## config.mk

```make
export PLATFORM = sky130hd
export DESIGN_NAME = fetch_stage
export DESIGN_NICKNAME = d
export VERILOG_FILES = /design/src/logic/rv_core_pkg.sv /design/src/logic/fetch_stage.sv
export SDC_FILE = /design/constraint.sdc
export NUM_CORES = 1
export LEC_CHECK = 0
export ABC_AREA = 1
export BUFFER_PORTS_ARGS = -buffer_cell sky130_fd_sc_hd__buf_4
export CORE_MARGIN = 2
export CORE_UTILIZATION = 30
export DETAILED_ROUTE_END_ITERATION = 8
export PLACE_DENSITY_LB_ADDON = 0.1
export SYNTH_ARGS = -nofsm -noshare
export SYNTH_HDL_FRONTEND = slang
export SYNTH_SLANG_ARGS = --single-unit
export TNS_END_PERCENT = 30
```

## constraint.sdc

```tcl
create_clock -name clk -period 1.5 [get_ports clk]
set_input_delay 0.225 -clock clk [delete_from_list [all_inputs] [get_ports clk]]
set_output_delay 0.225 -clock clk [all_outputs]
set_load 0.05 [all_outputs]
```

## src/logic/rv_core_pkg.sv

```systemverilog
// shared widths, opcodes, enums and special encodings, imported by every core module
package rv_core_pkg;

  ////////////////////
  // data widths

  typedef logic [63:0] xlen_t;
  typedef logic [31:0] inst_t;
  typedef logic [4:0]  reg_idx_t;

  ////////////////////
  // enums

  typedef enum logic [3:0] {
    ALU_ADD  = 4'd0,
    ALU_SUB  = 4'd1,
    ALU_AND  = 4'd2,
    ALU_OR   = 4'd3,
    ALU_XOR  = 4'd4,
    ALU_SLL  = 4'd5,
    ALU_SRL  = 4'd6,
    ALU_SRA  = 4'd7,
    ALU_SLT  = 4'd8,
    ALU_SLTU = 4'd9
  } alu_op_e;

  typedef enum logic [2:0] {
    KIND_PLAIN  = 3'd0,
    KIND_BRANCH = 3'd1,
    KIND_JAL    = 3'd2,
    KIND_JALR   = 3'd3,
    KIND_PUTCH  = 3'd4
  } ctrl_kind_e;

  typedef enum logic {
    FS_REQ  = 1'b0,
    FS_WAIT = 1'b1
  } fetch_state_e;

  ////////////////////
  // opcodes

  localparam logic [6:0] OPC_OP     = 7'b0110011;
  localparam logic [6:0] OPC_OP_IMM = 7'b0010011;
  localparam logic [6:0] OPC_LUI    = 7'b0110111;
  localparam logic [6:0] OPC_AUIPC  = 7'b0010111;
  localparam logic [6:0] OPC_JAL    = 7'b1101111;
  localparam logic [6:0] OPC_JALR   = 7'b1100111;
  localparam logic [6:0] OPC_BRANCH = 7'b1100011;

  // putch a0, emits the low byte of x10
  localparam inst_t    PUTCH_INST = 32'h0000007b;
  localparam reg_idx_t REG_A0     = 5'd10;

  localparam xlen_t INST_BYTES = 64'd4;

endpackage
```

## src/logic/fetch_stage.sv

```systemverilog
// program counter and instruction-port requester, one fetch per committed instruction
`timescale 1ns/1ps

module fetch_stage import rv_core_pkg::*; #(
  parameter xlen_t RESET_PC = 64'h0000_0000_8000_0000
) (
  input  logic  clk,
  input  logic  i_rst_n,
  input  logic  i_ibus_ack,
  input  inst_t i_ibus_rdata,
  input  logic  i_executed,
  input  xlen_t i_next_pc,
  input  logic  i_committed,
  output logic  o_ibus_req,
  output xlen_t o_ibus_addr,
  output logic  o_fetched,
  output xlen_t o_pc,
  output inst_t o_inst
);

  fetch_state_e state;
  xlen_t        pc;

  always_ff @(posedge clk or negedge i_rst_n) begin
    if (!i_rst_n) begin
      state      <= FS_REQ;
      pc         <= RESET_PC;
      o_ibus_req <= 1'b0;
      o_fetched  <= 1'b0;
    end else begin
      o_fetched <= 1'b0;
      case (state)
        FS_REQ: begin
          if (o_ibus_req && i_ibus_ack) begin
            o_ibus_req <= 1'b0;
            o_fetched  <= 1'b1;
            state      <= FS_WAIT;
          end else begin
            // first request after reset
            o_ibus_req <= 1'b1;
          end
        end
        FS_WAIT: begin
          if (i_executed) begin
            pc <= i_next_pc;
          end
          if (i_committed) begin
            o_ibus_req <= 1'b1;
            state      <= FS_REQ;
          end
        end
        default: state <= FS_REQ;
      endcase
    end
  end

  // instruction word held until the next fetch
  always_ff @(posedge clk) begin
    if (o_ibus_req && i_ibus_ack) begin
      o_inst <= i_ibus_rdata;
    end
  end

  assign o_ibus_addr = pc;
  assign o_pc        = pc;

  a_req_hold: assert property (@(posedge clk) disable iff (!i_rst_n)
    (o_ibus_req && !i_ibus_ack) |=> (o_ibus_req && $stable(o_ibus_addr)));

endmodule

```

==> results by group <==
Status
  – Run status: finished clean

Synth
  – #FFs+latches synth: 99
  – EDFF count, synth: 32
  – Synth cell count leaders: 130 x nand2_1, 70 x buf_4, 66 x dfrtp_1, 66 x nand3_1, 32 x edfxtp_1
  – Post-Synthesis Cells: 387
  – Synth unique cells: 11
  – Syn. warnings: 0
  – Register area share after synthesis: 64.6%
  – Net count after synthesis: ~490
  – Count leader, synth: nand2_1
  – Synth top area cells: dfrtp_1 40%, edfxtp_1 24%, buf_4 13%, nand2_1 12%, nand3_1 8.1%
  – Share of the synthesized area in the top cell type: 40.4%
  – Primary FF master, synth: dfrtp_1
  – Synthesized area: 4080 um^2
  – Synth area leader: dfrtp_1
  – Syn_area_per_cell: 10.6 um^2
  – Async S/R FF share, synth: about two thirds

Global route
  – Initial antenna violation count: 0
  – GRT overflow: 0
  – Gr usage total: 14.7%
  – First-pass GRT wire length: between 15,000 and 20,000 um
  – Vias in the first global route: 3,123
  – Pin count of the biggest net entering global routing: 40

Drt
  – WL/cell: 14.3 um
  – Routed via count: 3,316
  – Residual DRC: 0
  – Final ANT Viol Nets: 0
  – Via-per-instance ratio: 4.33
  – Initial DRC Count: about 130
  – Drt pass-1 iters: 4
  – WL final: 10,900 um

Worst setup path
  – Worst r2r dst: o_inst[15]
  – Critical Path RT: 1.27 ns
  – Kind of end point of the critical path: output port
  – Reg-to-reg critical path startpoint: o_ibus_req
  – Kind of cell adding the most delay to the critical path: flip-flops
  – Worst reg-to-reg setup slack: 0.27 ns
  – Worst path bufs/invs: 1
  – CP Launch Type: flop
  – Critical Path Slowest Stage Cell: dfstp_2
  – Slowest cell delay on critical path: between 0.5 and 0.6 ns
  – Worst-case reg-to-reg path depth: 3
  – Ordered cell list for the critical path: buf_4
  – Kind of critical path: reg2out
  – Max Fanout on Critical Path: 3
  – Critical Path AT: 1.09 ns

Die
  – IO Count: between 200 and 300
  – Starting density of the core: 30.8%
  – Full die area: ~15,000 um^2
  – Rows: 42
  – Die Span Y: 121 um
  – Core ar.: 13,200 um^2
  – Die X: between 100 and 150 um

Clocking
  – CTS resizes: 0
  – TritonCTS buffer count: 9
  – CTS tree: done
  – Worst-Skew Late Latency: roughly 0.34 ns
  – CTS root buffer: clkbuf_16
  – H-tree depth: 3
  – Setup Fix Bufs, Post-CTS: 0
  – CTS max path bufs: 2
  – CTS sink cnt: 99
  – Clock slew at reported path FFs: about 0.060 ns

STA
  – Tmin final: between 1 and 1.5 ns
  – Hold Vio Cnt, Final: 0
  – RSZ-0062 raised after global routing: no
  – Worst Tran Pin Value: 0.431 ns
  – Crit share post-route: 87.5%
  – Max-slew headroom: a little under three quarters
  – Final count of pins violating max slew: 0
  – Worst clock skew: 0.00510 ns
  – FMAX: roughly 0.76 GHz
  – Setup-failing EPs final: 0
  – Setup TNS: 0 ns

Final layout
  – Diodes inserted: 0
  – Final #Nets: between 600 and 700
  – Syn-to-layout area delta: 48.8%
  – Fraction of layout cells with a size suffix above 1: about half

Min path
  – End of the worst hold path: o_inst[5]
  – Hold Crit Depth: 1
  – HP Start: i_ibus_rdata[5]
  – Hold Path Class: in2reg

Placement
  – Port bufs: 262
  – Post-DP HPWL: just over 8000 um
  – RePlAce Congestion: 0.715

Flow run
  – Max cap viols: 0
## cell usage in the layout (no fill, tap or decap), drive strengths merged
cell type    instances
clkinv               1
nand3               66
clkbuf              14
dfstp                1
nand2              131
o21ai                1
bufinv               1
dfrtp               66
edfxtp              32
buf                270
clkinvlp             1
dlygate4sd3          1
inv                  5
## state kept, by name (all words and copies together) (netlist names)
| register | flops |
|---|---|
| o_ibus_addr | 64 |
| o_inst | 32 |
| o_fetched | 1 |
| o_ibus_req | 1 |
| state | 1 |
## worst max-delay path by stage
stage,startpoint,endpoint,slack [ns],cells after the start
floorplan,o_ibus_req,o_inst[0],0.01,2
global placement,o_ibus_req,o_inst[25],0.28,3
detailed placement,o_ibus_req,o_inst[25],0.26,3
CTS,o_ibus_addr[31],o_pc[31],0.16,1
global route,o_ibus_addr[31],o_ibus_addr[31],0.15,1
finish,o_ibus_addr[31],o_pc[31],0.19,1
## per-stage QoR
step	utilization (%)	cells	hold slack (ns)	setup WS, ns	cell area [um^2]
finish	45.9	766	0.0614	0.188	6080
global route	45.9	766	0.0430	0.153	6080
CTS	45.9	766	0.0436	0.163	6080
detailed placement	43.6	749	0.177	0.262	5770
global placement	43.6	749	0.175	0.278	5770
floorplan	-	387	-0.0706	0.0149	4090
## per-layer routing
| metal | GRT usage (%) | up-vias | wire length (um) |
|---|---|---|---|
| li1 | - | 1575 | - |
| met1 | 18.4 | 1568 | 4520 |
| met2 | 24.2 | 162 | 5310 |
| met3 | 4.10 | 11 | 927 |
| met4 | 5.67 | 0 | 170 |
| met5 | 0 | - | 0 |
## cells by family after synthesis
group / count (synthesis) / share of synthesized area [%]
flip-flops: 99 / 64.6
AND/OR/NAND/NOR: 197 / 20.2
AO/OA/AOI/OAI: 1 / 0.122
buffers and inverters: 90 / 15.1
## final cells by class
type	count	area, um^2
clock buffers	14	264
clock inverters	2	35.0
fillers	1311	7160
inverters	6	26.3
multi-input cells	198	830
flip-flops and latches	99	2640
well taps	176	220
repair buffers	271	2060
## timing repair
| action | 4_1_cts | 5_1_grt |
|---|---|---|
| hold endpoints to repair | 27 | 0 |
| hold buffers | 1 | 0 |
| setup endpoints to repair | 0 | 0 |
Power is left out: the tool's default activity adds up to more than one toggle a clock period on the data nets, which glitch-free logic cannot reach.
