[config.mk]
export PLATFORM = sky130hd
export DESIGN_NAME = decode_stage
export DESIGN_NICKNAME = d
export VERILOG_FILES = /design/src/logic/rv_core_pkg.sv /design/src/logic/decode_stage.sv
export SDC_FILE = /design/constraint.sdc
export NUM_CORES = 1
export LEC_CHECK = 0
export BUFFER_PORTS_ARGS = -buffer_cell sky130_fd_sc_hd__buf_2
export CORE_AREA = 2 2 224 226
export CTS_BUF_LIST = sky130_fd_sc_hd__clkbuf_4 sky130_fd_sc_hd__clkbuf_8 sky130_fd_sc_hd__clkbuf_16
export DETAILED_ROUTE_END_ITERATION = 8
export DIE_AREA = 0 0 226 228
export SLEW_MARGIN = 25
export SYNTH_ARGS = -nofsm -noshare
export SYNTH_HDL_FRONTEND = slang
export SYNTH_SLANG_ARGS = --single-unit
[constraint.sdc]
create_clock -name clk -period 2.3 [get_ports clk]
set_clock_uncertainty 0.05 [all_clocks]
set_input_delay 0 -clock clk [delete_from_list [all_inputs] [get_ports clk]]
set_output_delay 0 -clock clk [all_outputs]
set_load 0.1 [all_outputs]
[src/logic/rv_core_pkg.sv]
// shared widths, opcodes, enums and special encodings, imported by every core module
package rv_core_pkg;

  ////////////////////
  // data widths

  typedef logic [63:0] xlen_t;
  typedef logic [31:0] inst_t;
  typedef logic [4:0]  reg_idx_t;

  ////////////////////
  // enums

  typedef enum logic [3:0] {
    ALU_ADD  = 4'd0,
    ALU_SUB  = 4'd1,
    ALU_AND  = 4'd2,
    ALU_OR   = 4'd3,
    ALU_XOR  = 4'd4,
    ALU_SLL  = 4'd5,
    ALU_SRL  = 4'd6,
    ALU_SRA  = 4'd7,
    ALU_SLT  = 4'd8,
    ALU_SLTU = 4'd9
  } alu_op_e;

  typedef enum logic [2:0] {
    KIND_PLAIN  = 3'd0,
    KIND_BRANCH = 3'd1,
    KIND_JAL    = 3'd2,
    KIND_JALR   = 3'd3,
    KIND_PUTCH  = 3'd4
  } ctrl_kind_e;

  typedef enum logic {
    FS_REQ  = 1'b0,
    FS_WAIT = 1'b1
  } fetch_state_e;

  ////////////////////
  // opcodes

  localparam logic [6:0] OPC_OP     = 7'b0110011;
  localparam logic [6:0] OPC_OP_IMM = 7'b0010011;
  localparam logic [6:0] OPC_LUI    = 7'b0110111;
  localparam logic [6:0] OPC_AUIPC  = 7'b0010111;
  localparam logic [6:0] OPC_JAL    = 7'b1101111;
  localparam logic [6:0] OPC_JALR   = 7'b1100111;
  localparam logic [6:0] OPC_BRANCH = 7'b1100011;

  // putch a0, emits the low byte of x10
  localparam inst_t    PUTCH_INST = 32'h0000007b;
  localparam reg_idx_t REG_A0     = 5'd10;

  localparam xlen_t INST_BYTES = 64'd4;

endpackage
[src/logic/decode_stage.sv]
// instruction decoder, register read, immediate build and operand select
`timescale 1ns/1ps

module decode_stage import rv_core_pkg::*; (
  input  logic       clk,
  input  logic       i_rst_n,
  input  logic       i_fetched,
  input  xlen_t      i_pc,
  input  inst_t      i_inst,
  output reg_idx_t   o_rs1,
  output reg_idx_t   o_rs2,
  input  xlen_t      i_rs1_data,
  input  xlen_t      i_rs2_data,
  output logic       o_decoded,
  output xlen_t      o_pc,
  output xlen_t      o_op_a,
  output xlen_t      o_op_b,
  output xlen_t      o_rs2_val,
  output xlen_t      o_imm,
  output alu_op_e    o_alu_op,
  output ctrl_kind_e o_kind,
  output logic [2:0] o_funct3,
  output reg_idx_t   o_rd,
  output logic       o_rd_wen
);

  logic [6:0] opcode;
  logic [2:0] funct3;
  logic       alt;
  reg_idx_t   rd;
  logic       is_putch;
  xlen_t      imm_i;
  xlen_t      imm_u;
  xlen_t      imm_b;
  xlen_t      imm_j;

  xlen_t      op_a_d;
  xlen_t      op_b_d;
  xlen_t      imm_d;
  alu_op_e    alu_d;
  ctrl_kind_e kind_d;
  logic       wen_d;

  // funct3 to alu op, sub only exists in reg-reg form
  function automatic alu_op_e alu_sel(logic [2:0] f3, logic alt_bit, logic allow_sub);
    case (f3)
      3'b000:  alu_sel = (alt_bit && allow_sub) ? ALU_SUB : ALU_ADD;
      3'b001:  alu_sel = ALU_SLL;
      3'b010:  alu_sel = ALU_SLT;
      3'b011:  alu_sel = ALU_SLTU;
      3'b100:  alu_sel = ALU_XOR;
      3'b101:  alu_sel = alt_bit ? ALU_SRA : ALU_SRL;
      3'b110:  alu_sel = ALU_OR;
      default: alu_sel = ALU_AND;
    endcase
  endfunction

  assign opcode   = i_inst[6:0];
  assign funct3   = i_inst[14:12];
  assign alt      = i_inst[30];
  assign rd       = i_inst[11:7];
  assign is_putch = (i_inst == PUTCH_INST);

  assign imm_i = {{52{i_inst[31]}}, i_inst[31:20]};
  assign imm_u = {{32{i_inst[31]}}, i_inst[31:12], 12'b0};
  assign imm_b = {{51{i_inst[31]}}, i_inst[31], i_inst[7], i_inst[30:25], i_inst[11:8], 1'b0};
  assign imm_j = {{43{i_inst[31]}}, i_inst[31], i_inst[19:12], i_inst[20], i_inst[30:21], 1'b0};

  // putch reads a0 through the rs1 port
  assign o_rs1 = is_putch ? REG_A0 : i_inst[19:15];
  assign o_rs2 = i_inst[24:20];

  always_comb begin
    op_a_d = i_rs1_data;
    op_b_d = i_rs2_data;
    imm_d  = imm_i;
    alu_d  = ALU_ADD;
    kind_d = KIND_PLAIN;
    wen_d  = 1'b0;
    if (is_putch) begin
      kind_d = KIND_PUTCH;
    end else begin
      case (opcode)
        OPC_OP: begin
          alu_d = alu_sel(funct3, alt, 1'b1);
          wen_d = 1'b1;
        end
        OPC_OP_IMM: begin
          op_b_d = imm_i;
          alu_d  = alu_sel(funct3, alt, 1'b0);
          wen_d  = 1'b1;
        end
        OPC_LUI: begin
          op_a_d = '0;
          op_b_d = imm_u;
          imm_d  = imm_u;
          wen_d  = 1'b1;
        end
        OPC_AUIPC: begin
          op_a_d = i_pc;
          op_b_d = imm_u;
          imm_d  = imm_u;
          wen_d  = 1'b1;
        end
        OPC_JAL: begin
          op_a_d = i_pc;
          op_b_d = imm_j;
          imm_d  = imm_j;
          kind_d = KIND_JAL;
          wen_d  = 1'b1;
        end
        OPC_JALR: begin
          op_b_d = imm_i;
          kind_d = KIND_JALR;
          wen_d  = 1'b1;
        end
        OPC_BRANCH: begin
          imm_d  = imm_b;
          kind_d = KIND_BRANCH;
        end
        // anything else retires as a no-op
        default: begin
          op_a_d = '0;
          op_b_d = '0;
        end
      endcase
    end
  end

  always_ff @(posedge clk or negedge i_rst_n) begin
    if (!i_rst_n) begin
      o_decoded <= 1'b0;
    end else begin
      o_decoded <= i_fetched;
    end
  end

  always_ff @(posedge clk) begin
    if (i_fetched) begin
      o_pc      <= i_pc;
      o_op_a    <= op_a_d;
      o_op_b    <= op_b_d;
      o_rs2_val <= i_rs2_data;
      o_imm     <= imm_d;
      o_alu_op  <= alu_d;
      o_kind    <= kind_d;
      o_funct3  <= funct3;
      o_rd      <= rd;
      o_rd_wen  <= wen_d && (rd != '0);
    end
  end

endmodule

==> results of run 1 <==
-- state kept, by name, indices dropped and copies added (netlist names) --
name       cells
o_alu_op       4
o_decoded      1
o_funct3       3
o_imm         32
o_kind         3
o_op_a        64
o_op_b        64
o_pc          64
o_rd           5
o_rd_wen       1
o_rs2_val     64
-- power by group through the flow --
stage	registers [mW]	logic (mW)	clock network, mW
detailed placement	6.76	4.33	0
global placement	6.75	4.33	0
finish	6.65	4.64	5.37
CTS	6.65	4.64	5.51
global route	6.68	4.75	5.73
floorplan	9.63	0.572	0
-- Yosys cell counts --
library cell	count	area, um^2
nand3b_1	2	15.0
a21o_1	35	263
dfrtp_1	1	25.0
inv_1	10	37.5
nor2b_1	6	37.5
buf_2	2	10.0
a221o_1	11	110
nor3b_1	1	7.51
clkbuf_1	23	86.3
nand4b_1	1	8.76
a21oi_1	1	5.00
nor4b_1	1	8.76
o31ai_1	4	30.0
edfxtp_1	304	9130
o211ai_1	1	7.51
nand3_1	10	50.1
buf_12	1	20.0
nor3_1	6	30.0
buf_4	38	285
buf_8	1	15.0
a22o_1	74	648
a21bo_2	8	80.1
nand2_4	2	22.5
o21a_1	1	7.51
nand2_1	49	184
a21boi_0	1	7.51
or4_1	5	37.5
and2_1	2	12.5
nor4_1	6	37.5
buf_6	9	101
or2_2	4	25.0
nor2_1	4	15.0
nand2b_1	3	18.8
a31oi_1	2	12.5
o21ai_1	2	10.0
o21ai_0	4	20.0
a21bo_1	1	10.0
-- through the flow --
step / util [%] / std cells / instance area, um^2
after floorplan: - / 636 / 11400
after global placement: 30.9 / 1865 / 15200
after detailed placement: 30.9 / 1865 / 15200
after CTS: 37.6 / 2145 / 18600
after global routing: 37.7 / 2146 / 18600
final: 37.7 / 2146 / 18600
-- kinds of logic after synthesis --
logic type	share of synthesized area [%]
AND/OR/NAND/NOR	4.47
AO/OA/AOI/OAI	10.6
flip-flops	80.1
buffers and inverters	4.86
-- routing by layer --
layer	GRT usage (%)	share of wire (%)
met1	18.1	40
met2	26.0	50
met3	3.97	7.0
met4	5.79	3.1
met5	0	0
-- repair_timing --
action                     in CTS  in global routing
buffers inserted                0                  1
hold endpoints to repair      362                  0
setup endpoints to repair       2                  2
gates resized for setup         2                  2
pin swaps                       0                  1
cloned                          0                  0
hold buffers                  223                  0
-- worst max path at each step --
stage / to / depth (start not counted)
finish: o_rs1[1] / 7
global route: o_rs1[1] / 8
CTS: o_rs1[1] / 8
detailed placement: o_op_b[9]$_DFFE_PP_ / 8
global placement: o_op_b[9]$_DFFE_PP_ / 8
floorplan: o_rs1[1] / 6
-- cell type report --
cell class	instances	area (um^2)	share of cell area (%)
Clock buffer	45	957	5.15
Tap cell	672	841	4.52
Inverter	10	37.5	0.202
Timing Repair Buffer	855	5700	30.6
Sequential cell	305	9150	49.3
Clock inverter	12	138	0.741
Multi-Input combinational cell	247	1760	9.47
-- worst max-delay path, stage by stage --
cell	delay (ns)
buf_2	0.10
or4_1	0.55
or4_1	0.42
or4_4	0.55
buf_4	0.20
nand2b_1	0.13
buf_12	0.19
==> flow_metrics.tcl, run 1 <==
set metrics [dict create \
    status "completed" \
    cts_made_buffers 34 \
    critPathLaunch "i_inst[15]" \
    clockBufferDepth 3 \
    ys_types 37 \
    timing.final.crit_share_pct 95.6 \
    cts.reportedPaths.clkPinSlew_ns 0.06 \
    portBuffers 573 \
    p_int_mw 10.6 \
    grt_max_degree 78 \
    p_clk_share_pct 32.2 \
    setup_slack_ns 0.101 \
    cts_sinks 305 \
    grt_remaining_overflow 0 \
    final_nets 1680 \
    viasPerCell 4.22 \
    ys_warn_count 0 \
    mostFrequentLayoutCell "buf_2" \
    slew_violations 0 \
    crit_arrival_ns 2.15 \
    antenna_left 0 \
    hold_violations 0 \
    synthCells 636 \
    die_x_um 226 \
    layout-drive-gt1-share_pct 48.0 \
    drt_iter0_drc 553 \
    whs_ns 0.0586 \
    holdCritPathClass "in -> reg" \
    max_clock_freq_mhz 455 \
    hold_depth 3 \
    grt_setup_unrepaired "no" \
    initial_core_util_pct 23.2 \
    die_area_mm2 0.0515 \
    grt_pass1_wl_mm 58.6 \
    max_slew_margin_pct 53.5 \
    p_switching_mw 6.08 \
    worstHoldStart "i_inst[6]" \
    seqPwrFrac_pct 39.9 \
    cts_tree "built" \
    drc 0 \
    setup_viol 0 \
    period_minus_slack_ns 2.20 \
    grt_usage_pct 15.1 \
    cp-end-kind "output port" \
    syn2layout_area_growth_pct 62.6 \
    n_fill_cell 4636 \
    ys_seq_elements 305 \
    cap_violations 0 \
    sw_frac_of_total_pct 36.5 \
    finalWeightedCongestion 0.895 \
    cts-root-buf "clkbuf_16" \
    p_comb_share_pct 27.9 \
    syn_nets 863 \
    boundaryPins 574 \
    crit_required_ns 2.25 \
    mostFrequentLayoutCells "buf_2, edfxtp_1, dlygate4sd3_1" \
    tightestPinTransition_ns 0.698 \
    synth-seq-area-share_pct 80.1 \
    power.leakage_nw 8.06 \
    tns_ns 0 \
    num_antenna_cells 0 \
    min_to "o_rd_wen$_DFFE_PP_" \
    first_pass_iters 5 \
    cts_max_level 2 \
    p_per_area_mw_per_mm2 897 \
    peakVddDrop_v 0.000475 \
    antenna_found_initial 3 \
    dr_total_vias 9049 \
    place_ws_ns -0.261 \
    core-area_mm2 0.0493 \
    avgSynthCellArea_um2 18.0 \
    crit_fanout 8 \
    wire_per_inst_um 18.8 \
    row_count 82 \
    start_kind "input port" \
    die_h_um 228 \
    path_class "in -> out" \
    synth_area_mm2 0.0114 \
    place_hpwl_mm 28.8 \
    first_global_vias 9541 \
    total_power_mw 16.7 \
    routed_wirelength_mm 40.4 \
]
(Power assumes the default switching activity.)
==> run 2, diff against run 1 <==
CELL_PAD_IN_SITES_DETAIL_PLACEMENT = 1   (was unset)
CELL_PAD_IN_SITES_GLOBAL_PLACEMENT = 1   (was unset)
CORE_AREA = 2 2 223 225   (was 2 2 224 226)
DIE_AREA = 0 0 225 227   (was 0 0 226 228)
PLACE_DENSITY_LB_ADDON = 0.1   (was unset)
==> run 2 against run 1 <==
Net effect: routed wire length rose by 10%; first-iteration DRC count fell by 39%; flip-flop and latch count did not move; sequential power barely moved; power rose by 2.9%; combinational power barely moved; sequential share of layout area rose by 0.14 points; count of clock-buffer cells in the layout rose by 1; cell area fell by 0.28%; highest routed layer is now met5.
==> flow_metrics.tcl, run 2 (synthesis gave the netlist of run 1 again) <==
set metrics [dict create \
    drt_iter0_drc 337 \
    grt_pass1_wl_mm 62.4 \
    seq_area_mm2 0.00915 \
    setup_slack_ns 0.0851 \
    peakVddDrop_v 0.000379 \
    holdCritPathClass "in -> reg" \
    crit_required_ns 2.25 \
    first_global_vias 9434 \
    cts_sinks 305 \
    gr-usage-met2_pct 29.4 \
    max_clock_freq_mhz 451 \
    crit_path_max_incr_delay_ns 0.62 \
    antenna_left 0 \
    path_delay_family "simple AND/OR/NAND/NOR gates" \
    mostFrequentLayoutCell "buf_2" \
    hold_violations 0 \
    antenna_found_initial 5 \
    drc 0 \
    crit_arrival_ns 2.16 \
    grtUsageMet1_pct 18.9 \
    power.leakage_nw 8.03 \
    cap_violations 0 \
    final_nets 1670 \
    row_count 81 \
    status "completed" \
    cts_max_level 2 \
    whs_ns 0.0375 \
    portBuffers 573 \
    critPathLaunch "i_inst[7]" \
    syn2layout_area_growth_pct 62.1 \
    postCtsSetupBuffers 0 \
    grt_remaining_overflow 0 \
    die_area_mm2 0.0511 \
    boundaryPins 574 \
    place_ws_ns -0.171 \
    dr_total_vias 8887 \
    initial_core_util_pct 23.5 \
    cp-end-kind "output port" \
    multiInputGateArea_mm2 0.00176 \
    busiest_layer "met2" \
    place_area_mm2 0.0151 \
    grt_usage_pct 16.6 \
    stdcell_area_mm2 0.0185 \
    grtUsageMet3_pct 5.20 \
    n_fill_cell 5182 \
    die_x_um 225 \
    mostFrequentLayoutCells "buf_2, edfxtp_1, dlygate4sd3_1" \
    grt_setup_unrepaired "no" \
    cts_tree "built" \
    cts.reportedPaths.clkPinSlew_ns 0.05 \
    path_cells "dlygate4sd3_1, buf_2, nor3_1, nand2_1, or4_4, buf_4, nand2b_1, buf_12" \
    routed_wirelength_mm 44.6 \
    core-area_mm2 0.0485 \
    clockBufferDepth 3 \
    grt_max_degree 65 \
    p_per_area_mw_per_mm2 925 \
    finalWeightedCongestion 0.778 \
    layout-drive-gt1-share_pct 47.3 \
    crit_buf_inv 4 \
    path_class "in -> out" \
    tns_ns 0 \
    cts-root-buf "clkbuf_16" \
    crit_path_end "o_rs1[3]" \
    setup_viol 0 \
    first_pass_iters 6 \
    period_minus_slack_ns 2.21 \
    max_slew_margin_pct 39.1 \
    cts_made_buffers 39 \
    start_kind "input port" \
    viasPerCell 4.25 \
    tightestPinTransition_ns 0.907 \
    crit_fanout 11 \
    timing.final.crit_share_pct 96.3 \
    cp_slowest_cell "or4_4" \
    wire_per_inst_um 21.3 \
    path_depth 8 \
    slew_violations 0 \
    die_h_um 227 \
    place_hpwl_mm 31.9 \
]
## run 2: worst min-delay path, delay by kind of cell
kind | cells | cell delay (ns)
and+or+nand+nor | 2 | 0.30
buffers and inverters | 1 | 0.14
## run 2: per-layer routing
metal	part of all wire (%)	wire, um	vias up
met2	51	22900	321
met5	0.029	13	-
met1	38	17100	4397
met4	3.3	1460	2
li1	-	-	4090
met3	7.0	3100	77
## run 2: area by class of cell
type | count | area share (%)
clock buffers | 46 | 5.55
multi-input cells | 247 | 9.50
inverters | 10 | 0.203
diodes | 4 | 0.0540
clock inverters | 18 | 0.905
repair buffers | 840 | 30.2
well taps | 622 | 4.20
flip-flops and latches | 305 | 49.4
## run 2: repair_timing
item / CTS / global route
resized for setup: 1 / 3
pin swaps: 0 / 0
setup endpoints to repair: 2 / 8
hold endpoints to repair: 354 / 0
hold buffers: 223 / 0
## run 2: how the worst min path moves through the flow
stage | depth (start not counted) | slack (ns) | from | to
2_1_floorplan | 0 | -0.35 | i_rst_n | o_decoded$_DFF_PN0_
3_3_place_gp | 1 | -0.27 | i_rst_n | o_decoded$_DFF_PN0_
3_5_place_dp | 1 | -0.27 | i_rst_n | o_decoded$_DFF_PN0_
4_1_cts | 3 | 0.001 | i_inst[2] | o_alu_op[2]$_SDFFCE_PP0P_
5_1_grt | 3 | 0.04 | i_inst[2] | o_alu_op[2]$_SDFFCE_PP0P_
6_report | 3 | 0.04 | i_inst[2] | o_alu_op[2]$_SDFFCE_PP0P_
## run 2: report_power, final
group | leakage, nW | internal [mW] | switching [mW] | total [mW]
logic | 4.49 | 0.772 | 3.89 | 4.66
clock network | 0.587 | 3.51 | 2.33 | 5.84
registers | 2.95 | 6.54 | 0.0931 | 6.63
total | 8.03 | 10.8 | 6.32 | 17.1
## run 2: stage by stage
stage	std cells	total power [mW]	utilization [%]
CTS	2088	17.4	38.1
finish	2092	17.1	38.2
floorplan	636	10.2	-
global placement	1801	11.1	31.0
global route	2091	17.7	38.2
detailed placement	1801	11.1	31.0
