File: config.mk
export PLATFORM = sky130hd
export DESIGN_NAME = commit_stage
export DESIGN_NICKNAME = d
export VERILOG_FILES = /design/src/logic/rv_core_pkg.sv /design/src/logic/commit_stage.sv
export SDC_FILE = /design/constraint.sdc
export NUM_CORES = 1
export LEC_CHECK = 0
export ABC_CLOCK_PERIOD_IN_PS = 800
export BUFFER_PORTS_ARGS = -buffer_cell sky130_fd_sc_hd__buf_4
export CAP_MARGIN = 0
export CORE_UTILIZATION = 25
export CTS_CLUSTER_SIZE = 20
export DETAILED_ROUTE_END_ITERATION = 8
export PLACE_DENSITY = 0.66
export SYNTH_ARGS = -nofsm -noshare
export SYNTH_HDL_FRONTEND = slang
export SYNTH_SLANG_ARGS = --single-unit
File: constraint.sdc
create_clock -name clk -period 0.8 [get_ports clk]
set_clock_uncertainty 0.05 [all_clocks]
set_input_delay 0.16 -clock clk [delete_from_list [all_inputs] [get_ports clk]]
set_output_delay 0.16 -clock clk [all_outputs]
set_load 0.05 [all_outputs]
File: src/logic/rv_core_pkg.sv
// shared widths, opcodes, enums and special encodings, imported by every core module
package rv_core_pkg;

  ////////////////////
  // data widths

  typedef logic [63:0] xlen_t;
  typedef logic [31:0] inst_t;
  typedef logic [4:0]  reg_idx_t;

  ////////////////////
  // enums

  typedef enum logic [3:0] {
    ALU_ADD  = 4'd0,
    ALU_SUB  = 4'd1,
    ALU_AND  = 4'd2,
    ALU_OR   = 4'd3,
    ALU_XOR  = 4'd4,
    ALU_SLL  = 4'd5,
    ALU_SRL  = 4'd6,
    ALU_SRA  = 4'd7,
    ALU_SLT  = 4'd8,
    ALU_SLTU = 4'd9
  } alu_op_e;

  typedef enum logic [2:0] {
    KIND_PLAIN  = 3'd0,
    KIND_BRANCH = 3'd1,
    KIND_JAL    = 3'd2,
    KIND_JALR   = 3'd3,
    KIND_PUTCH  = 3'd4
  } ctrl_kind_e;

  typedef enum logic {
    FS_REQ  = 1'b0,
    FS_WAIT = 1'b1
  } fetch_state_e;

  ////////////////////
  // opcodes

  localparam logic [6:0] OPC_OP     = 7'b0110011;
  localparam logic [6:0] OPC_OP_IMM = 7'b0010011;
  localparam logic [6:0] OPC_LUI    = 7'b0110111;
  localparam logic [6:0] OPC_AUIPC  = 7'b0010111;
  localparam logic [6:0] OPC_JAL    = 7'b1101111;
  localparam logic [6:0] OPC_JALR   = 7'b1100111;
  localparam logic [6:0] OPC_BRANCH = 7'b1100011;

  // putch a0, emits the low byte of x10
  localparam inst_t    PUTCH_INST = 32'h0000007b;
  localparam reg_idx_t REG_A0     = 5'd10;

  localparam xlen_t INST_BYTES = 64'd4;

endpackage
File: src/logic/commit_stage.sv
// register writeback, retire trace record and character output
`timescale 1ns/1ps

module commit_stage import rv_core_pkg::*; (
  input  logic       clk,
  input  logic       i_rst_n,
  input  logic       i_executed,
  input  xlen_t      i_pc,
  input  xlen_t      i_result,
  input  reg_idx_t   i_rd,
  input  logic       i_rd_wen,
  input  logic       i_putch,
  output logic       o_reg_wen,
  output reg_idx_t   o_reg_rd,
  output xlen_t      o_reg_data,
  output logic       o_committed,
  output logic       o_retire_valid,
  output xlen_t      o_retire_pc,
  output logic       o_retire_rd_wen,
  output reg_idx_t   o_retire_rd,
  output xlen_t      o_retire_data,
  output logic       o_putch_valid,
  output logic [7:0] o_putch_char
);

  // write lands on the edge that ends the executed cycle
  assign o_reg_wen  = i_executed && i_rd_wen;
  assign o_reg_rd   = i_rd;
  assign o_reg_data = i_result;

  always_ff @(posedge clk or negedge i_rst_n) begin
    if (!i_rst_n) begin
      o_committed    <= 1'b0;
      o_retire_valid <= 1'b0;
      o_putch_valid  <= 1'b0;
    end else begin
      o_committed    <= i_executed;
      o_retire_valid <= i_executed;
      o_putch_valid  <= i_executed && i_putch;
    end
  end

  always_ff @(posedge clk) begin
    if (i_executed) begin
      o_retire_pc     <= i_pc;
      o_retire_rd_wen <= i_rd_wen;
      o_retire_rd     <= i_rd;
      o_retire_data   <= i_result;
    end
    if (i_executed && i_putch) begin
      o_putch_char <= i_result[7:0];
    end
  end

  a_putch_retire: assert property (@(posedge clk) disable iff (!i_rst_n)
    o_putch_valid |-> (o_retire_valid && !o_retire_rd_wen));

endmodule

==> report_table.html, run 1 <==
<table>
<tr><th>Metric</th><th>Value</th></tr>
<tr><th colspan="2">STA</th></tr>
<tr><td>Unrepaired setup endpoints after global routing</td><td>yes</td></tr>
<tr><td>Minimum clock period</td><td>1.29 ns</td></tr>
<tr><td>Slew at the pin closest to its max-slew limit</td><td>0.308 ns</td></tr>
<tr><td>Final cycle utilization of the critical path</td><td>161%</td></tr>
<tr><td>Rel. slew slack</td><td>between 70 and 80%</td></tr>
<tr><td>Smallest setup slack after layout</td><td>-0.490 ns</td></tr>
<tr><td>Post-route setup TNS</td><td>-54.46 ns</td></tr>
<tr><td>Number of slew-limit violations in the final report</td><td>0</td></tr>
<tr><td>Top achievable clock speed</td><td>775 MHz</td></tr>
<tr><td>Number of failing setup endpoints in the final timing report</td><td>roughly 150</td></tr>
<tr><td>Final number of hold-violating endpoints</td><td>0</td></tr>
<tr><th colspan="2">Floorplan</th></tr>
<tr><td>Number of rows created at floorplan</td><td>50</td></tr>
<tr><td>Boundary Pins</td><td>353</td></tr>
<tr><td>Die boundary width</td><td>between 100 and 150 um</td></tr>
<tr><td>DIE AREA</td><td>about 0.020 sq mm</td></tr>
<tr><td>Initial Utilization</td><td>25.7%</td></tr>
<tr><td>Die height</td><td>141 um</td></tr>
<tr><td>Core region area</td><td>between 0.015 and 0.02 sq mm</td></tr>
<tr><th colspan="2">Worst setup path</th></tr>
<tr><td>Endpoint kind of the worst setup timing path</td><td>primary output</td></tr>
<tr><td>Count of buffering cells on the critical path with inverters included</td><td>1</td></tr>
<tr><td>Worst endpoint data arrival time</td><td>1.08 ns</td></tr>
<tr><td>Endpoint required time on the critical path</td><td>0.59 ns</td></tr>
<tr><td>Cell family with most CP delay</td><td>flip-flops</td></tr>
<tr><td>Kind of critical path</td><td>flip-flop to primary output</td></tr>
<tr><td>Startpoint types</td><td>flip-flop</td></tr>
<tr><td>Max FO, Critical Path</td><td>1</td></tr>
<tr><td>Slowest Stage Delay on Critical Path</td><td>0.47 ns</td></tr>
<tr><td>Critical-path cell list</td><td>buf_6</td></tr>
<tr><td>Standard cell with the maximum stage delay on the critical path</td><td>sky130_fd_sc_hd__edfxtp_1</td></tr>
<tr><th colspan="2">Pwr</th></tr>
<tr><td>Net Sw Power</td><td>6.79 mW</td></tr>
<tr><td>Largest voltage drop on the vdd net</td><td>1.37 mV</td></tr>
<tr><td>Internal power component</td><td>16.4 mW</td></tr>
<tr><td>Proportion of power drawn by combinational gates</td><td>24.5%</td></tr>
<tr><td>Relative contribution of the clock network to total power</td><td>35.5%</td></tr>
<tr><td>Lkg Pwr</td><td>4.21 nW</td></tr>
<tr><td>Sequential share of power</td><td>40.0%</td></tr>
<tr><td>Switching power share of the total</td><td>29.3%</td></tr>
<tr><td>Pwr dens</td><td>2330 mW/mm^2</td></tr>
<tr><th colspan="2">Synth</th></tr>
<tr><td>Cell type with the largest total area after synthesis</td><td>sky130_fd_sc_hd__edfxtp_1</td></tr>
<tr><td>Number of different library cells in the post-synthesis netlist</td><td>4</td></tr>
<tr><td>Biggest area contributors in the synthesized netlist</td><td>sky130_fd_sc_hd__edfxtp_1, sky130_fd_sc_hd__buf_4, sky130_fd_sc_hd__dfrtp_1, sky130_fd_sc_hd__and2_1</td></tr>
<tr><td>Async set or reset register ratio after synthesis</td><td>1.39%</td></tr>
<tr><td>Post-synthesis sequential area ratio</td><td>slightly below 90%</td></tr>
<tr><td>Top cell type's share of synthesized area</td><td>87.9%</td></tr>
<tr><td>Number of warnings issued by yosys</td><td>0</td></tr>
<tr><td>Post-Synthesis Cell Area</td><td>0.00485 sq mm</td></tr>
<tr><td>Flops &amp; latches, synth</td><td>144</td></tr>
<tr><td>Avg Synthesized Cell Area</td><td>approximately 22 sq um</td></tr>
<tr><td>Number of nets produced by synthesis</td><td>354</td></tr>
<tr><td>Most used DFF post-synth</td><td>sky130_fd_sc_hd__edfxtp_1</td></tr>
<tr><td>Most common cell in the synthesized netlist</td><td>sky130_fd_sc_hd__edfxtp_1</td></tr>
<tr><td>EDFF count, synth</td><td>between 100 and 150</td></tr>
<tr><td>Commonest cells in the synthesized netlist</td><td>sky130_fd_sc_hd__edfxtp_1, sky130_fd_sc_hd__buf_4, sky130_fd_sc_hd__and2_1, sky130_fd_sc_hd__dfrtp_1</td></tr>
<tr><td>Mapped Cells</td><td>~220</td></tr>
<tr><th colspan="2">CTS</th></tr>
<tr><td>TritonCTS clock tree</td><td>yes</td></tr>
<tr><td>Number of H-tree levels</td><td>4</td></tr>
<tr><td>Number of buffers created by CTS</td><td>17</td></tr>
<tr><td>Root buffer cell</td><td>sky130_fd_sc_hd__clkbuf_16</td></tr>
<tr><td>Count of clock tree sinks</td><td>about 140</td></tr>
<tr><td>Clock slew at the register clock pins of the worst setup and hold paths</td><td>0.06 ns</td></tr>
<tr><td>Number of buffers on the longest clock path</td><td>2</td></tr>
<tr><th colspan="2">Global routing</th></tr>
<tr><td>Wire length of the first global-routing pass</td><td>22000 um</td></tr>
<tr><td>Number of antenna violations at the first check in global routing</td><td>0</td></tr>
<tr><td>Via count of the first global-routing pass</td><td>3921</td></tr>
<tr><td>Overall global routing resource usage</td><td>roughly 15%</td></tr>
<tr><td>Grt ovf</td><td>0</td></tr>
<tr><td>Maximum number of pins on one net before global-route repair</td><td>25</td></tr>
<tr><th colspan="2">Route</th></tr>
<tr><td>Iteration count of the initial detailed-routing pass</td><td>6</td></tr>
<tr><td>Average detailed-routed wire length per instance</td><td>16.3 um</td></tr>
<tr><td>Via count</td><td>3538</td></tr>
<tr><td>Detailed-route DRC error count</td><td>0</td></tr>
<tr><td>Routed wire length</td><td>15300 um</td></tr>
<tr><td>Initial DRC count</td><td>107</td></tr>
<tr><td>Detail-routed via count per cell</td><td>3.78</td></tr>
<tr><td>Routed Antenna Nets</td><td>0</td></tr>
<tr><th colspan="2">Outcome</th></tr>
<tr><td>Run status</td><td>finished, violations left</td></tr>
<tr><td>Violated checks</td><td>setup timing</td></tr>
<tr><th colspan="2">Layout</th></tr>
<tr><td>Synthesis-to-finish area growth</td><td>104%</td></tr>
<tr><td>Post-layout instance count excluding filler cells</td><td>936</td></tr>
<tr><td>Ant. Diodes</td><td>0</td></tr>
<tr><td>Share of post-route cells with drive strength above 1</td><td>58.3%</td></tr>
<tr><td>Final-stage net count</td><td>between 800 and 900</td></tr>
<tr><th colspan="2">Place</th></tr>
<tr><td>Global placer's final weighted congestion</td><td>0.758</td></tr>
<tr><td>Total placed cells including tap cells</td><td>767</td></tr>
<tr><td>Buffers on Ports</td><td>approximately 350</td></tr>
<tr><th colspan="2">Run</th></tr>
<tr><td>Maximum Capacitance Violations</td><td>0</td></tr>
<tr><th colspan="2">Worst hold path</th></tr>
<tr><td>Class of the most critical hold timing path</td><td>primary input to asynchronous set/reset pin</td></tr>
</table>
-- flip-flops by register name, indices dropped and copies added, names as in the netlist --
name and flops:
o_retire_data 64, o_retire_pc 64, o_putch_char 8, o_retire_rd 5, o_putch_valid 1, o_retire_rd_wen 1, o_retire_valid 1
-- worst max-delay path by stage --
stage / startpoint / depth (start not counted) / end
floorplan: o_retire_valid / 1 / o_retire_valid
global placement: i_executed / 2 / o_retire_rd[4]
detailed placement: i_executed / 2 / o_retire_data[40]
CTS: o_retire_pc[32] / 1 / o_retire_pc[32]
global route: o_retire_pc[32] / 1 / o_retire_pc[32]
finish: o_retire_pc[32] / 1 / o_retire_pc[32]
-- metrics by stage --
| stage | setup WS, ns | instance area (sq um) | total power, mW | hold WS (ns) | util [%] |
|---|---|---|---|---|---|
| 6_report | -0.490 | 9920 | 23.1 | 0.0426 | 52.5 |
| 5_1_grt | -0.537 | 9920 | 23.9 | 0.0293 | 52.5 |
| 4_1_cts | -0.501 | 9920 | 23.3 | 0.0123 | 52.5 |
| 3_5_place_dp | -0.309 | 7370 | 14.1 | -0.101 | 39.0 |
| 3_3_place_gp | -0.277 | 7370 | 14.0 | -0.102 | 39.0 |
| 2_1_floorplan | -0.107 | 4860 | 12.3 | -0.186 | - |
-- power by group through the flow --
stage          sequential [mW]  clock, mW  combinational (mW)
2_1_floorplan             11.3          0               0.966
3_3_place_gp              9.28          0                4.73
3_5_place_dp              9.29          0                4.76
4_1_cts                   9.26       8.41                5.65
5_1_grt                   9.32       8.75                5.83
6_report                  9.26       8.22                5.66
-- final cells by class --
type | count | area [sq um]
fillers | 1513 | 8970
repair buffers | 498 | 4650
flip-flops and latches | 144 | 4320
clock buffers | 17 | 425
well taps | 260 | 325
clock inverters | 15 | 191
multi-input cells | 2 | 16.3
-- cell families (layout without fill, tap and decap cells) --
kind of cell	after synthesis	in the layout	share of synthesized area, %
AND/OR/NAND/NOR	2	2	0.258
buffers and inverters	70	530	10.8
flip-flops	144	144	88.9
-- repair_timing --
| item | in CTS | in global routing |
|---|---|---|
| setup buffers | 2 | 0 |
| pin swaps | 0 | 0 |
| cloned | 0 | 0 |
| gates resized for setup | 151 | 0 |
| hold buffers | 135 | 0 |
| endpoints found under the hold margin | 144 | 0 |
| setup endpoints to repair | 146 | 145 |
-- cell usage in the layout (no fill, tap or decap) --
| master | instances |
|---|---|
| sky130_fd_sc_hd__buf_6 | 145 |
| sky130_fd_sc_hd__clkinv_2 | 1 |
| sky130_fd_sc_hd__bufinv_16 | 4 |
| sky130_fd_sc_hd__and2_2 | 1 |
| sky130_fd_sc_hd__buf_8 | 1 |
| sky130_fd_sc_hd__buf_4 | 216 |
| sky130_fd_sc_hd__clkbuf_16 | 17 |
| sky130_fd_sc_hd__dfrtp_2 | 1 |
| sky130_fd_sc_hd__and2_4 | 1 |
| sky130_fd_sc_hd__edfxtp_1 | 142 |
| sky130_fd_sc_hd__dfrtp_1 | 1 |
| sky130_fd_sc_hd__buf_16 | 1 |
| sky130_fd_sc_hd__clkinv_1 | 4 |
| sky130_fd_sc_hd__clkinvlp_4 | 1 |
| sky130_fd_sc_hd__dlygate4sd3_1 | 135 |
| sky130_fd_sc_hd__clkinv_4 | 3 |
| sky130_fd_sc_hd__inv_6 | 2 |
-- metal layers --
metal | global-route usage, % | vias up | share of wire (%) | routed length [um]
met1 | 15.4 | 1668 | 36 | 5480
met2 | 28.2 | 215 | 54 | 8300
met5 | 0 | - | 0 | 0
met3 | 5.57 | 18 | 8.1 | 1230
met4 | 5.72 | 0 | 1.7 | 253
li1 | - | 1637 | - | -
Note: power is estimated with default switching activity, not from simulation.
==> run 2, diff against run 1 <==
==> constraint.sdc (replaced) <==
create_clock -name clk -period 0.8 [get_ports clk]
set_clock_uncertainty 0.05 [all_clocks]
set_input_delay 0.08 -clock clk [delete_from_list [all_inputs] [get_ports clk]]
set_output_delay 0.08 -clock clk [all_outputs]
set_load 0.05 [all_outputs]
==> report_table.html, run 2 (synthesis gave the netlist of run 1 again) <==
<table>
<tr><th>Metric</th><th>Value</th></tr>
<tr><th colspan="2">Pwr</th></tr>
<tr><td>Switching power share of the total</td><td>31.5% (was 29.3%)</td></tr>
<tr><td>Proportion of power drawn by combinational gates</td><td>25.1% (was 24.5%)</td></tr>
<tr><td>Internal power component</td><td>15.6 mW (was 16.4 mW)</td></tr>
<tr><td>Net Sw Power</td><td>7.19 mW (was 6.79 mW)</td></tr>
<tr><td>Relative contribution of the clock network to total power</td><td>34.4% (was 35.5%)</td></tr>
<tr><td>Lkg Pwr</td><td>4.26 nW (was 4.21 nW)</td></tr>
<tr><td>Pwr dens</td><td>2280 mW/mm^2 (was 2330 mW/mm^2)</td></tr>
<tr><td>Largest voltage drop on the vdd net</td><td>1.33 mV (was 1.37 mV)</td></tr>
<tr><td>Sequential share of power</td><td>40.6% (was 40.0%)</td></tr>
<tr><th colspan="2">Floorplan</th></tr>
<tr><td>Boundary Pins</td><td>353 (unchanged)</td></tr>
<tr><td>Initial Utilization</td><td>25.7% (unchanged)</td></tr>
<tr><td>Number of rows created at floorplan</td><td>50 (unchanged)</td></tr>
<tr><td>Die boundary width</td><td>141 um (unchanged)</td></tr>
<tr><td>Die height</td><td>141 um (unchanged)</td></tr>
<tr><td>Core region area</td><td>0.0189 sq mm (unchanged)</td></tr>
<tr><td>DIE AREA</td><td>0.0200 sq mm (unchanged)</td></tr>
<tr><th colspan="2">CTS</th></tr>
<tr><td>Number of buffers created by CTS</td><td>17 (unchanged)</td></tr>
<tr><td>Number of H-tree levels</td><td>4 (unchanged)</td></tr>
<tr><td>TritonCTS clock tree</td><td>yes (unchanged)</td></tr>
<tr><td>Count of clock tree sinks</td><td>144 (unchanged)</td></tr>
<tr><td>Root buffer cell</td><td>sky130_fd_sc_hd__clkbuf_16 (unchanged)</td></tr>
<tr><td>Clock slew at the register clock pins of the worst setup and hold paths</td><td>0.06 ns (about the same)</td></tr>
<tr><td>Number of buffers on the longest clock path</td><td>2 (unchanged)</td></tr>
<tr><th colspan="2">STA</th></tr>
<tr><td>Slew at the pin closest to its max-slew limit</td><td>0.202 ns (was 0.308 ns)</td></tr>
<tr><td>Final number of hold-violating endpoints</td><td>0 (unchanged)</td></tr>
<tr><td>Final hold slack</td><td>0.00463 ns (was 0.0426 ns)</td></tr>
<tr><td>Minimum clock period</td><td>1.16 ns (was 1.29 ns)</td></tr>
<tr><td>Top achievable clock speed</td><td>860 MHz (was 775 MHz)</td></tr>
<tr><td>Number of slew-limit violations in the final report</td><td>0 (unchanged)</td></tr>
<tr><td>Unrepaired setup endpoints after global routing</td><td>yes (unchanged)</td></tr>
<tr><td>Post-route setup TNS</td><td>-43.49 ns (was -54.46 ns)</td></tr>
<tr><td>Rel. slew slack</td><td>86.5% (was 79.5%)</td></tr>
<tr><td>Smallest setup slack after layout</td><td>-0.363 ns (was -0.490 ns)</td></tr>
<tr><td>Number of failing setup endpoints in the final timing report</td><td>145 (unchanged)</td></tr>
<tr><td>Final cycle utilization of the critical path</td><td>145% (was 161%)</td></tr>
<tr><th colspan="2">Route</th></tr>
<tr><td>Iteration count of the initial detailed-routing pass</td><td>4 (was 6)</td></tr>
<tr><td>Via count</td><td>3671 (was 3538)</td></tr>
<tr><td>Routed wire length</td><td>15800 um (was 15300 um)</td></tr>
<tr><td>Detailed-route DRC error count</td><td>0 (unchanged)</td></tr>
<tr><td>Initial DRC count</td><td>67 (was 107)</td></tr>
<tr><td>Detail-routed via count per cell</td><td>3.87 (was 3.78)</td></tr>
<tr><td>Routed Antenna Nets</td><td>0 (unchanged)</td></tr>
<tr><td>Average detailed-routed wire length per instance</td><td>16.7 um (was 16.3 um)</td></tr>
<tr><th colspan="2">Layout</th></tr>
<tr><td>Post-layout instance count excluding filler cells</td><td>949 (was 936)</td></tr>
<tr><td>Highest-count cells in the layout ignoring fill and taps</td><td>sky130_fd_sc_hd__buf_4, sky130_fd_sc_hd__buf_6, sky130_fd_sc_hd__edfxtp_1 (unchanged)</td></tr>
<tr><td>Biggest registers after layout</td><td>o_retire_data: 64 flops, o_retire_pc: 64 flops, o_putch_char: 8 flops (unchanged)</td></tr>
<tr><td>Share of post-route cells with drive strength above 1</td><td>58.9% (was 58.3%)</td></tr>
<tr><td>Final-stage net count</td><td>814 (was 801)</td></tr>
<tr><td>Leading cell type in the layout, fill and taps excluded</td><td>sky130_fd_sc_hd__buf_4 (unchanged)</td></tr>
<tr><td>Ant. Diodes</td><td>0 (unchanged)</td></tr>
<tr><td>Post-layout utilization of the core</td><td>52.9% (was 52.5%)</td></tr>
<tr><td>Synthesis-to-finish area growth</td><td>106% (was 104%)</td></tr>
<tr><th colspan="2">Global routing</th></tr>
<tr><td>Number of antenna violations at the first check in global routing</td><td>1 (was 0)</td></tr>
<tr><td>Via count of the first global-routing pass</td><td>4013 (was 3921)</td></tr>
<tr><td>Grt ovf</td><td>0 (unchanged)</td></tr>
<tr><td>Overall global routing resource usage</td><td>15.6% (was 15.2%)</td></tr>
<tr><td>Wire length of the first global-routing pass</td><td>22600 um (was 22000 um)</td></tr>
<tr><td>Maximum number of pins on one net before global-route repair</td><td>17 (was 25)</td></tr>
<tr><th colspan="2">Run</th></tr>
<tr><td>Maximum Capacitance Violations</td><td>0 (unchanged)</td></tr>
<tr><th colspan="2">Worst setup path</th></tr>
<tr><td>Endpoint required time on the critical path</td><td>0.67 ns (was 0.59 ns)</td></tr>
<tr><td>Count of buffering cells on the critical path with inverters included</td><td>1 (unchanged)</td></tr>
<tr><td>Startpoint types</td><td>flip-flop (unchanged)</td></tr>
<tr><td>Kind of critical path</td><td>flip-flop to primary output (unchanged)</td></tr>
<tr><td>Max FO, Critical Path</td><td>1 (unchanged)</td></tr>
<tr><td>Worst endpoint data arrival time</td><td>1.03 ns (was 1.08 ns)</td></tr>
<tr><td>Standard cell with the maximum stage delay on the critical path</td><td>sky130_fd_sc_hd__edfxtp_1 (unchanged)</td></tr>
<tr><td>Critical-path cell list</td><td>buf_6 (unchanged)</td></tr>
<tr><td>Endpoint kind of the worst setup timing path</td><td>primary output (unchanged)</td></tr>
<tr><td>Slowest Stage Delay on Critical Path</td><td>0.44 ns (was 0.47 ns)</td></tr>
<tr><td>Cell family with most CP delay</td><td>flip-flops (unchanged)</td></tr>
<tr><th colspan="2">Place</th></tr>
<tr><td>Buffers on Ports</td><td>352 (unchanged)</td></tr>
<tr><td>Detailed-placement wirelength estimate</td><td>10600 um</td></tr>
<tr><td>Total placed cells including tap cells</td><td>778 (was 767)</td></tr>
<tr><td>Global placer's final weighted congestion</td><td>0.732 (was 0.758)</td></tr>
<tr><td>Worst slack at placement</td><td>-0.156 ns (was -0.309 ns)</td></tr>
<tr><th colspan="2">Worst hold path</th></tr>
<tr><td>Class of the most critical hold timing path</td><td>primary input to flip-flop (was primary input to asynchronous set/reset pin)</td></tr>
<tr><td>Hold Crit Endpoint</td><td>o_putch_valid</td></tr>
<tr><td>Hold Crit Depth</td><td>3</td></tr>
<tr><td>HP Start</td><td>i_putch</td></tr>
<tr><th colspan="2">Outcome</th></tr>
<tr><td>Run status</td><td>finished, violations left (unchanged)</td></tr>
<tr><td>Violated checks</td><td>setup timing (unchanged)</td></tr>
</table>
run 2: cell types whose count changed in the layout (fill, tap and decap cells not counted), moves of 2 or more:
cell,delta
sky130_fd_sc_hd__and2_1,+2
sky130_fd_sc_hd__buf_12,+2
sky130_fd_sc_hd__buf_4,+9
sky130_fd_sc_hd__bufinv_16,-3
sky130_fd_sc_hd__clkinv_1,-4
sky130_fd_sc_hd__clkinv_4,-2
sky130_fd_sc_hd__clkinvlp_4,+2
sky130_fd_sc_hd__dlygate4sd3_1,+3
sky130_fd_sc_hd__inv_6,+3
sky130_fd_sc_hd__inv_8,+4
run 2: metrics by stage:
step | total power, mW | area, sq um
4_1_cts | 23.0 | 10000
5_1_grt | 23.6 | 10000
2_1_floorplan | 12.3 | 4860
3_3_place_gp | 14.1 | 7460
3_5_place_dp | 14.1 | 7460
6_report | 22.8 | 10000
run 2: area by class of cell:
type                            instances  area, sq um
Fill cell                            1503         8890
Timing Repair Buffer                  511         4750
Sequential cell                       144         4320
Clock buffer                           17          425
Tap cell                              260          325
Clock inverter                         15          166
Multi-Input combinational cell          2         12.5
run 2: metal layers:
metal	part of all wire (%)	routed length, um	track usage, %	up-vias
li1	-	-	-	1664
met1	33	5260	15.0	1782
met2	57	9060	30.4	205
met3	7.9	1260	5.47	20
met4	1.6	252	5.78	0
met5	0	0	0	-
run 2: timing repair:
| item | in CTS | in global routing |
|---|---|---|
| cloned | 0 | 0 |
| hold endpoints to repair | 149 | 0 |
| hold buffers | 138 | 0 |
| setup endpoints to repair | 146 | 145 |
| setup buffers | 1 | 0 |
| resized for setup | 148 | 0 |
run 2: worst max path at each step:
stage,from,to,slack [ns],cells after the start
after floorplan,o_retire_valid,o_retire_valid,-0.03,1
after CTS,o_retire_pc[18],o_retire_pc[18],-0.39,1
after global placement,i_executed,o_putch_char[1],-0.14,3
after detailed placement,i_executed,o_retire_pc[24],-0.16,3
final,o_retire_data[21],o_retire_data[21],-0.36,1
after global routing,o_retire_data[21],o_retire_data[21],-0.40,1
run 2: power groups by stage:
stage | combinational (mW) | sequential [mW] | clock, mW
floorplan | 0.965 | 11.3 | 0
global placement | 4.78 | 9.28 | 0
detailed placement | 4.81 | 9.30 | 0
CTS | 5.71 | 9.25 | 8.04
global route | 5.89 | 9.31 | 8.39
finish | 5.72 | 9.26 | 7.84
